==> src/logic/cache_pkg.sv <==
package cache_pkg;

    // address split: tag | set index | byte offset
    localparam int tag_width    = 9;
    localparam int index_width  = 3;
    localparam int offset_width = 4;

    localparam int addr_width = tag_width + index_width + offset_width;

    // sets per way
    localparam int num_sets = 2 ** index_width;

    // bytes in one line
    localparam int line_bytes = 2 ** offset_width;

    // byte address on the cpu and memory side
    typedef logic [addr_width-1:0] addr_t;

    // stored line tag
    typedef logic [tag_width-1:0] tag_t;

    // set index
    typedef logic [index_width-1:0] index_t;

    // one full cache line
    typedef logic [8*line_bytes-1:0] line_t;

    // one write enable per byte of a line
    typedef logic [line_bytes-1:0] byte_mask_t;

endpackage

==> src/logic/cache_ctrl_if.sv <==
`timescale 1ns/1ps

interface cache_ctrl_if;

    // controller to datapath
    logic way_sel;
    logic data_source_sel;
    logic tag_bypass_sel;
    logic load;
    logic load_lru;

    // datapath to controller
    logic hit_0;
    logic hit_1;
    logic dirty;
    logic lru;

    modport control (
        output way_sel, data_source_sel, tag_bypass_sel, load, load_lru,
        input  hit_0, hit_1, dirty, lru
    );

    modport datapath (
        input  way_sel, data_source_sel, tag_bypass_sel, load, load_lru,
        output hit_0, hit_1, dirty, lru
    );

endinterface

==> src/logic/cache_way.sv <==
`timescale 1ns/1ps

module cache_way import cache_pkg::*; (
    input  logic       clk,
    input  logic       arst_n,
    input  logic       load,
    input  logic       fill,
    input  byte_mask_t byte_mask,
    input  tag_t       tag_in,
    input  index_t     index,
    input  line_t      data_in,
    output tag_t       tag_out,
    output line_t      data_out,
    output logic       dirty,
    output logic       hit
);

    logic [num_sets-1:0] valid_bits;
    logic [num_sets-1:0] dirty_bits;
    tag_t                tag_arr  [num_sets];
    line_t               line_arr [num_sets];

    // status bits of each set
    always_ff @(posedge clk or negedge arst_n) begin
        if (!arst_n) begin
            valid_bits <= '0;
            dirty_bits <= '0;
        end else if (load) begin
            valid_bits[index] <= 1'b1;
            // a fill brings the line in clean, a cpu write dirties it
            dirty_bits[index] <= ~fill;
        end
    end

    // tag and line storage
    always_ff @(posedge clk) begin
        if (load) begin
            tag_arr[index] <= tag_in;
            for (int b = 0; b < line_bytes; b++) begin
                if (byte_mask[b]) begin
                    line_arr[index][8*b +: 8] <= data_in[8*b +: 8];
                end
            end
        end
    end

    // combinational read of the indexed set
    assign tag_out  = tag_arr[index];
    assign data_out = line_arr[index];
    assign dirty    = dirty_bits[index];
    assign hit      = valid_bits[index] && (tag_arr[index] == tag_in);

endmodule

==> src/logic/cache_datapath.sv <==
`timescale 1ns/1ps

module cache_datapath import cache_pkg::*; (
    input  logic       clk,
    input  logic       arst_n,
    cache_ctrl_if.datapath ctrl,
    input  addr_t      cpu_addr,
    input  byte_mask_t cpu_byte_mask,
    input  line_t      cpu_wdata,
    input  line_t      pmem_rdata,
    output line_t      cpu_rdata,
    output addr_t      pmem_addr,
    output line_t      pmem_wdata
);

    tag_t       req_tag;
    index_t     index;
    line_t      data_in;
    byte_mask_t byte_mask;
    logic [1:0] way_load;
    logic [1:0] way_hit;
    logic [1:0] way_dirty;
    tag_t       way_tag  [2];
    line_t      way_data [2];
    line_t      sel_data;
    tag_t       sel_tag;
    tag_t       addr_tag;

    logic [num_sets-1:0] lru_bits;

    // request address split
    assign req_tag = cpu_addr[addr_width-1 -: tag_width];
    assign index   = cpu_addr[offset_width +: index_width];

    // input steering, memory fills always write every byte
    assign data_in   = ctrl.data_source_sel ? pmem_rdata : cpu_wdata;
    assign byte_mask = ctrl.data_source_sel ? '1 : cpu_byte_mask;

    // load goes only to the selected way
    assign way_load[0] = ctrl.load & ~ctrl.way_sel;
    assign way_load[1] = ctrl.load &  ctrl.way_sel;

    for (genvar w = 0; w < 2; w++) begin : g_way
        cache_way u_cache_way (
            .clk       (clk),
            .arst_n    (arst_n),
            .load      (way_load[w]),
            .fill      (ctrl.data_source_sel),
            .byte_mask (byte_mask),
            .tag_in    (req_tag),
            .index     (index),
            .data_in   (data_in),
            .tag_out   (way_tag[w]),
            .data_out  (way_data[w]),
            .dirty     (way_dirty[w]),
            .hit       (way_hit[w])
        );
    end

    // output steering by the selected way
    assign sel_data   = ctrl.way_sel ? way_data[1] : way_data[0];
    assign sel_tag    = ctrl.way_sel ? way_tag[1] : way_tag[0];
    assign cpu_rdata  = sel_data;
    assign pmem_wdata = sel_data;

    // victim tag for write-back, request tag for fill
    assign addr_tag  = ctrl.tag_bypass_sel ? req_tag : sel_tag;
    assign pmem_addr = {addr_tag, index, {offset_width{1'b0}}};

    // one lru bit per set, names the way to replace next
    always_ff @(posedge clk or negedge arst_n) begin
        if (!arst_n) begin
            lru_bits <= '0;
        end else if (ctrl.load_lru) begin
            lru_bits[index] <= ~ctrl.way_sel;
        end
    end

    assign ctrl.lru   = lru_bits[index];
    assign ctrl.dirty = lru_bits[index] ? way_dirty[1] : way_dirty[0];
    assign ctrl.hit_0 = way_hit[0];
    assign ctrl.hit_1 = way_hit[1];

endmodule

==> src/logic/cache_control.sv <==
`timescale 1ns/1ps

module cache_control (
    input  logic clk,
    input  logic arst_n,
    cache_ctrl_if.control ctrl,
    input  logic cpu_read,
    input  logic cpu_write,
    input  logic pmem_resp,
    output logic cpu_resp,
    output logic pmem_read,
    output logic pmem_write
);

    typedef enum logic [1:0] {
        state_idle,
        state_write_back,
        state_fill
    } ctrl_state_t;

    ctrl_state_t state;
    ctrl_state_t state_next;
    logic        request;
    logic        hit;

    assign request = cpu_read | cpu_write;
    assign hit     = ctrl.hit_0 | ctrl.hit_1;

    // state register
    always_ff @(posedge clk or negedge arst_n) begin
        if (!arst_n) begin
            state <= state_idle;
        end else begin
            state <= state_next;
        end
    end

    // next state and outputs
    always_comb begin
        state_next           = state;
        ctrl.way_sel         = 1'b0;
        ctrl.data_source_sel = 1'b0;
        ctrl.tag_bypass_sel  = 1'b0;
        ctrl.load            = 1'b0;
        ctrl.load_lru        = 1'b0;
        cpu_resp             = 1'b0;
        pmem_read            = 1'b0;
        pmem_write           = 1'b0;

        case (state)
            state_idle: begin
                if (request) begin
                    if (hit) begin
                        // answer in the same cycle, write merges cpu bytes
                        ctrl.way_sel  = ctrl.hit_1;
                        ctrl.load_lru = 1'b1;
                        ctrl.load     = cpu_write;
                        cpu_resp      = 1'b1;
                    end else begin
                        // miss, replace the lru way
                        ctrl.way_sel = ctrl.lru;
                        if (ctrl.dirty) begin
                            state_next = state_write_back;
                        end else begin
                            state_next = state_fill;
                        end
                    end
                end
            end

            state_write_back: begin
                // victim tag and line go out to memory
                ctrl.way_sel = ctrl.lru;
                pmem_write   = 1'b1;
                if (pmem_resp) begin
                    state_next = state_fill;
                end
            end

            state_fill: begin
                ctrl.way_sel         = ctrl.lru;
                ctrl.tag_bypass_sel  = 1'b1;
                ctrl.data_source_sel = 1'b1;
                pmem_read            = 1'b1;
                if (pmem_resp) begin
                    // line lands clean, request then hits from idle
                    ctrl.load  = 1'b1;
                    state_next = state_idle;
                end
            end

            default: begin
                state_next = state_idle;
            end
        endcase
    end

endmodule

==> src/logic/l1_cache.sv <==
`timescale 1ns/1ps

module l1_cache import cache_pkg::*; (
    input  logic       clk,
    input  logic       arst_n,

    // cpu side
    input  logic       cpu_read,
    input  logic       cpu_write,
    input  addr_t      cpu_addr,
    input  byte_mask_t cpu_byte_mask,
    input  line_t      cpu_wdata,
    output line_t      cpu_rdata,
    output logic       cpu_resp,

    // memory side
    input  line_t      pmem_rdata,
    input  logic       pmem_resp,
    output addr_t      pmem_addr,
    output line_t      pmem_wdata,
    output logic       pmem_read,
    output logic       pmem_write
);

    cache_ctrl_if ctrl_if ();

    cache_control u_cache_control (
        .clk        (clk),
        .arst_n     (arst_n),
        .ctrl       (ctrl_if.control),
        .cpu_read   (cpu_read),
        .cpu_write  (cpu_write),
        .pmem_resp  (pmem_resp),
        .cpu_resp   (cpu_resp),
        .pmem_read  (pmem_read),
        .pmem_write (pmem_write)
    );

    cache_datapath u_cache_datapath (
        .clk           (clk),
        .arst_n        (arst_n),
        .ctrl          (ctrl_if.datapath),
        .cpu_addr      (cpu_addr),
        .cpu_byte_mask (cpu_byte_mask),
        .cpu_wdata     (cpu_wdata),
        .pmem_rdata    (pmem_rdata),
        .cpu_rdata     (cpu_rdata),
        .pmem_addr     (pmem_addr),
        .pmem_wdata    (pmem_wdata)
    );

endmodule

==> config.mk <==
export PLATFORM = sky130hd
export DESIGN_NAME = l1_cache
export DESIGN_NICKNAME = d
export VERILOG_FILES = /design/src/logic/cache_pkg.sv /design/src/logic/cache_ctrl_if.sv /design/src/logic/cache_way.sv /design/src/logic/cache_datapath.sv /design/src/logic/cache_control.sv /design/src/logic/l1_cache.sv
export SDC_FILE = /design/constraint.sdc
export NUM_CORES = 2
export LEC_CHECK = 0
export ABC_CLOCK_PERIOD_IN_PS = 8200
export BUFFER_PORTS_ARGS = -buffer_cell sky130_fd_sc_hd__buf_2
export CAP_MARGIN = 5
export CORE_MARGIN = 10
export CORE_UTILIZATION = 52
export DETAILED_ROUTE_END_ITERATION = 8
export HOLD_SLACK_MARGIN = 0.02
export PLACE_DENSITY_LB_ADDON = 0.3
export SLEW_MARGIN = 20
export SYNTH_ARGS = -nofsm -noshare
export SYNTH_HDL_FRONTEND = slang
export SYNTH_SLANG_ARGS = --single-unit
export TNS_END_PERCENT = 5
==> constraint.sdc <==
create_clock -name clk -period 8.2 [get_ports clk]
set_input_delay 0.41 -clock clk [delete_from_list [all_inputs] [get_ports clk]]
set_output_delay 0.41 -clock clk [all_outputs]
set_load 0.005 [all_outputs]
# Yosys cells after proc, flatten, opt, wreduce, memory -nomap -nowiden
# Memories as Yosys holds them, arrays and structs flattened.
# Cells that the tools add are included.
[op_classes]
add_sub_neg = 0
multipliers = 0
div_mod_pow = 0
n_lt_le_gt_ge = 2
n_eq_ne = 8
shift = 0
muxes = 123
bitwise_logic = 8
reduce_logical = 6
[ops]
columns = ["cell", "n"]
rows = [
  ["$mux W128", 2],
  ["$mux W1", 101],
  ["$bwmux W8", 3],
  ["$eq A9 B9 Y1", 2],
  ["$mux W9", 2],
  ["$mux W16", 1],
  ["$or A8 B8 Y8", 2],
  ["$bmux W1 S3", 5],
  ["$mux W2", 5],
  ["$ne A2 B2 Y1 const B", 3],
  ["$pmux W2 S3", 1],
  ["$lt A3 B4 Y1 const B", 1],
  ["$pmux W1 S2", 2],
  ["$reduce_and A4 Y1", 1],
  ["$demux W1 S3", 1],
  ["$ge A3 B1 Y1 const B", 1],
  ["$logic_and A1 B1 Y1", 3],
  ["$and A1 B1 Y1", 2],
  ["$eq A2 B1 Y1 const B", 1],
  ["$eq A2 B2 Y1 const B", 1],
  ["$logic_not A2 Y1", 1],
  ["$ne A2 B1 Y1 const B", 1],
  ["$not A1 Y1", 2],
  ["$or A1 B1 Y1", 2],
  ["$reduce_or A2 Y1", 1],
]
[totals]
regBits = 42
latch_bits = 0
mem_bits_rw = 2192
mem_bits_ro = 0
inputBits = 293
word_cells = 157
mem_count = 4
[memory_table]
columns = ["name", "words", "width", "rd", "rd_clocked_by_memory_dff", "write_ports", "line_no", "rtl"]
rows = [
  ["u_cache_datapath.g_way[0].u_cache_way.line_arr", 8, 128, 1, 0, 1, "cache_way.sv:21", "line_t line_arr [num_sets];"],
  ["u_cache_datapath.g_way[1].u_cache_way.line_arr", 8, 128, 1, 0, 1, "cache_way.sv:21", ""],
  ["u_cache_datapath.g_way[0].u_cache_way.tag_arr", 8, 9, 1, 0, 1, "cache_way.sv:20", "tag_t tag_arr [num_sets];"],
  ["u_cache_datapath.g_way[1].u_cache_way.tag_arr", 8, 9, 1, 0, 1, "cache_way.sv:20", ""],
]

# Longest topological paths before layout
[depth]
word_depth = 11
mapped_depth = 17

# Hierarchy
# A second synthesis with hierarchy kept.
[unflattened]
cells_unflattened = 4969
hier_area_um2 = 86868.3
[modules_own_cells]
columns = ["mod", "n_inst", "cells_per_inst", "area_per_inst_um2", "seq_area_each_um2"]
rows = [
  ["cache_way (u_cache_datapath.g_way[0].u_cache_way)", 1, 2233, 41048.1, 33311.9],
  ["cache_way (u_cache_datapath.g_way[1].u_cache_way)", 1, 2194, 40784.1, 33311.9],
  ["cache_datapath", 1, 510, 4778.3, 200.2],
  ["cache_control", 1, 32, 257.7, 50.0],
]

# Least setup slack after synthesis
# OpenSTA, ideal clock, no wires.
[synth_path]
kind = "input to register"
startpoint = "in cpu_addr[5]"
endpoint = "mem u_cache_datapath.g_way[0].u_cache_way.line_arr[5][100] in the netlist's numbering (enable)"
arrival_ns = 3.469
required_time_ns = 7.817
slack_ns = 4.347
cell_stages = 13
cell_sequence = "buf_2 -> buf_4 -> nor3_1 -> nand2_1 -> o21ai_0 -> xnor2_1 -> nand4_1 -> o41a_1 -> o21ba_1 -> buf_4 -> buf_6 -> buf_2 -> nor3_1"
[synth_via]
elab_chain_len = 11
word_cells_on_any_way = 23
[synth_rtl]
columns = ["item", "line_no", "rtl"]
rows = [
  ["from (decl)", "l1_cache.sv:10", "input addr_t cpu_addr,"],
  ["$mem_v2 Z8 W9 / $bmux W1 S3 (equally long branches)", "n/a", ""],
  ["$eq A9 B9 Y1 / $mux W1 (equally long branches)", "cache_way.sv:51", "assign hit = valid_bits[index] && (tag_arr[index] == tag_in);"],
  ["$logic_and A1 B1 Y1", "cache_way.sv:51", ""],
  ["$or A1 B1 Y1", "cache_control.sv:27", "assign hit = ctrl.hit_0 | ctrl.hit_1;"],
  ["$mux W1", "cache_control.sv:53", "if (hit) begin"],
  ["$mux W1", "cache_control.sv:52", "if (request) begin"],
  ["$pmux W1 S2", "cache_control.sv:50", "case (state)"],
  ["$not A1 Y1", "cache_datapath.sv:40", "assign way_load[0] = ctrl.load & ~ctrl.way_sel;"],
  ["$and A1 B1 Y1", "cache_datapath.sv:40", ""],
  ["$mux W1", "cache_way.sv:37", "if (load) begin"],
  ["$mux W1 (not written as such)", "cache_way.sv:41", "line_arr[index][8*b +: 8] <= data_in[8*b +: 8];"],
  ["to (decl)", "cache_way.sv:21", ""],
]
# Several ways; a longest one is shown, not always the timed one. The select of a mux whose other input is x is not followed.

# Worst setup path after layout
[layout_path]
startpoint = "in cpu_addr[6]"
endpoint = "out pmem_wdata[65]"
[layout_via]
elab_chain_len = 8
word_cells_on_any_way = 19
[layout_rtl]
columns = ["item", "line_no", "rtl"]
rows = [
  ["$mem_v2 Z8 W9 / $bmux W1 S3 (equally long branches)", "n/a", ""],
  ["$eq A9 B9 Y1 / $mux W1 (equally long branches)", "cache_way.sv:51", ""],
  ["$logic_and A1 B1 Y1", "cache_way.sv:51", ""],
  ["$or A1 B1 Y1", "cache_control.sv:27", ""],
  ["$mux W1", "cache_control.sv:53", ""],
  ["$mux W1", "cache_control.sv:52", ""],
  ["$pmux W1 S2", "cache_control.sv:50", ""],
  ["$mux W128 (*)", "cache_datapath.sv:61", "assign sel_data = ctrl.way_sel ? way_data[1] : way_data[0];"],
  ["to (decl)", "l1_cache.sv:20", "output line_t pmem_wdata,"],
]
# Every way passes the cells marked *; elsewhere a longest branch is shown, timed or not. The select of a mux whose other input is x is not followed.

==> impl_metrics.py <==
metrics = {
    "die": {
        "die_area_um2": 180700,
        "design.core.area_um2": 163000,
        "io_pins": 568,
        "die_w_um": 425.1,
        "die_y_um": 425.1,
        "initial_core_util_pct": 52.37,
        "fp-row-count": 148,
    },
    "routing": {
        "via_per_inst": 6.340,
        "drc": 0,
        "ant_nets": 0,
        "drtIter0Drc": 5852,
        "wl_per_cell_um": 28.57,
        "wl_um": 224200,
        "num_vias": 49740,
        "firstDrtPassIters": 9,
    },
    "timing": {
        "maxSlewHeadroom_pct": 20.19,
        "setup_violations": 0,
        "period_share_pct": 73.70,
        "max_slew.worst_pin.slew_ns": 1.197,
        "finalWorstSetupSlack_ns": 2.157,
        "finClkSkew_ns": 0.04066,
        "whs_ns": 0.09559,
        "final_hold_viol_count": 0,
        "slew_violations": 0,
        "max_freq_ghz": 0.1655,
        "finalCriticalPeriod_ns": 6.043,
        "rsz0062_at_grt": "no",
        "finalSetupTns_ns": 0,
    },
    "logic_synthesis": {
        "yosys.area.top_type_share_pct": 77.14,
        "seq_area_frac_synth_pct": 78.37,
        "syn_area_per_cell_um2": 17.43,
        "synth_cells": 4895,
        "synthFlopType": "edfxtp_1",
        "yosysUniqueCellTypes": 63,
        "yosys_warnings": 0,
        "synth_edf_count": 2192,
        "syn_area_um2": 85330,
        "synth_top_area_cell": "edfxtp_1",
        "ys_seq_elements": 2234,
        "synth_area_leaders": "edfxtp_1 (77%), a22oi_1 (4.7%), a221oi_1 (2.8%)",
        "post-synth-top-count-cell": "edfxtp_1",
        "async_flop_share_pct": 1.880,
        "synth_commonest_cells": "edfxtp_1 (2192), a22oi_1 (535), clkbuf_1 (276)",
    },
    "setup_path": {
        "arrival_ns": 5.63,
        "critPathMaxFanout": 54,
        "crit_type": "input port to output pin",
        "cp-start-kind": "input port",
        "worst_ep_required_time_ns": 7.79,
        "reg2reg_depth": 11,
        "end_kind": "output pin",
        "reg2reg_slack_ns": 3.56,
    },
    "clocking": {
        "root_buffer": "clkbuf_16",
        "cts.clk_slew.worst_paths_ns": 0.06,
        "cts_sinks": 2234,
        "clk_path_buf_depth": 3,
        "clock_latency_ns": 0.87,
        "tritoncts": "done",
        "cts_max_level": 4,
        "cts_buffers": 216,
        "cts_setup_buffers": 0,
    },
    "power": {
        "p_switching_w": 0.006846,
        "comb_power_share_pct": 12.3,
        "cellPowerDensity_nw_per_um2": 278.4,
        "p_clk_share_pct": 36.6,
        "power_frac_seq_pct": 51.1,
        "p_leak_nw": 32.18,
        "p_total_w": 0.02737,
        "p_int_w": 0.02052,
        "swShare_pct": 25.02,
        "ir_worst_vdd_mv": 0.2506,
    },
    "place": {
        "dpl_worst_slack_ns": 2.146,
        "dp_hpwl_um": 129900,
        "portBuffers": 559,
        "gp_congestion": 0.7695,
    },
    "cells_and_area": {
        "areaGrowthSynthToFinish_pct": 15.20,
        "drive_gt1_share_pct": 24.80,
        "final.fill_count": 11810,
        "nNetsFinal": 5787,
        "insertedDiodeCount": 0,
    },
    "min_path": {
        "hold_class": "input port to flip-flop",
        "worst_hold_path.num_cells": 2,
        "min_from": "pmem_rdata[96]",
    },
    "global_route": {
        "grt_max_degree": 139,
        "antenna_found_initial": 1,
        "grt_pass1_vias": 49540,
        "grt-ovfl-total": 0,
        "grt_pass1_wl_um": 326700,
        "track_usage_pct": 23.97,
    },
    "run_status": {
        "outcome": "complete, no violations",
    },
    "flow_run": {
        "cap_violations": 0,
    },
}
[flip-flops by register name, summed over array words and instances, names as in the netlist]
register,flops
u_cache_datapath.g_way.u_cache_way.line_arr,2048
u_cache_datapath.g_way.u_cache_way.tag_arr,144
u_cache_datapath.g_way.u_cache_way.dirty_bits,16
u_cache_datapath.g_way.u_cache_way.valid_bits,16
u_cache_datapath.lru_bits,8
u_cache_control.state,2
[worst max-delay path by stage]
stage / from / endpoint / slack (ns) / depth (start not counted)
2_1_floorplan: cpu_addr[5] / flip-flop / 4.35 / 13
3_3_place_gp: cpu_addr[6] / pmem_wdata[81] / 2.27 / 12
3_5_place_dp: cpu_addr[6] / pmem_wdata[81] / 2.15 / 12
4_1_cts: cpu_addr[6] / pmem_wdata[81] / 2.13 / 12
5_1_grt: cpu_addr[6] / pmem_wdata[65] / 1.87 / 13
6_report: cpu_addr[6] / pmem_wdata[65] / 2.16 / 13
[logic make-up after synthesis]
group,count (synthesis),share of synthesized area (%)
adders and majority gates,4,0.05865
muxes,188,2.569
other,1,0.004395
buffers and inverters,521,3.132
AOI/OAI and AO/OA,1289,11.94
DFF,2234,78.37
and+or+nand+nor,643,3.779
xor gates and xnor gates,15,0.1540
[metrics by stage]
stage	area, µm²	cells	util [%]
after detailed placement	90970	7436	55.83
final	98300	7845	60.33
after global placement	90920	7435	55.80
after floorplan	85340	4898	-
after global routing	98300	7845	60.33
after CTS	98280	7845	60.31
[repair_timing]
action / CTS / global route
gates resized for setup: 0 / 0
hold buffers: 11 / 0
hold endpoints to repair: 188 / 0
[critical path: stages]
cell and delay, ns:
buf_2 0.70, buf_4 0.50, mux4_2 0.38, mux2i_1 0.30, xor2_1 0.18, nand4_1 0.29
nor4_2 0.53, o21ba_4 0.83, buf_12 0.36, buf_4 0.41, nor2_1 0.11, a31oi_1 0.34
buf_2 0.20
[metal layers]
layer / vias up / part of all wire, % / routed length [µm] / track usage (%)
met5: - / 0.0031 / 7 / 0
met1: 25330 / 39 / 86870 / 31.67
li1: 21460 / - / - / -
met3: 398 / 8.5 / 19130 / 4.539
met2: 2546 / 50 / 111100 / 40.07
met4: 2 / 3.1 / 7034 / 7.978
[power by group through the flow]
stage / sequential, W / combinational [W] / clock (W)
4_1_cts: 0.0140 / 0.00336 / 0.0101
3_5_place_dp: 0.0142 / 0.00335 / 0
5_1_grt: 0.0140 / 0.00361 / 0.0106
2_1_floorplan: 0.0142 / 0.00200 / 0
6_report: 0.0140 / 0.00336 / 0.0100
3_3_place_gp: 0.0142 / 0.00323 / 0
[layout by cell type (no fill, tap or decap), types with 10 or more instances in the layout]
cell type | netlist | final
nor2_1 | 172 | 159
nand4_1 | 132 | 132
edfxtp_1 | 2192 | 2192
buf_4 | 142 | 304
a221oi_1 | 270 | 270
o31ai_1 | 16 | 16
nor3_2 | 1 | 22
nor3_1 | 264 | 243
o21ai_0 | 30 | 30
a22oi_1 | 535 | 535
dfrtp_1 | 42 | 42
mux4_2 | 10 | 10
mux2_2 | 138 | 138
bufinv_16 | 0 | 27
inv_1 | 11 | 11
clkbuf_16 | 0 | 217
clkbuf_1 | 276 | 29
buf_12 | 0 | 10
clkinv_2 | 0 | 38
a22o_1 | 261 | 261
or2_1 | 14 | 14
buf_2 | 63 | 558
dlygate4sd3_1 | 0 | 11
mux2i_1 | 39 | 39
clkinv_1 | 0 | 53
a31oi_1 | 129 | 129
nand2_1 | 28 | 28
nor2_2 | 1 | 14
[cell type report]
type	count	area (µm²)	area share, %
flip-flops and latches	2234	66870	68.03
multi-input cells	2143	16070	16.35
clock buffers	246	5539	5.635
repair buffers	884	5400	5.493
well taps	2175	2721	2.768
clock inverters	152	1660	1.689
inverters	11	41.29	0.04200
No activity file was read; power rests on OpenSTA's default activity.
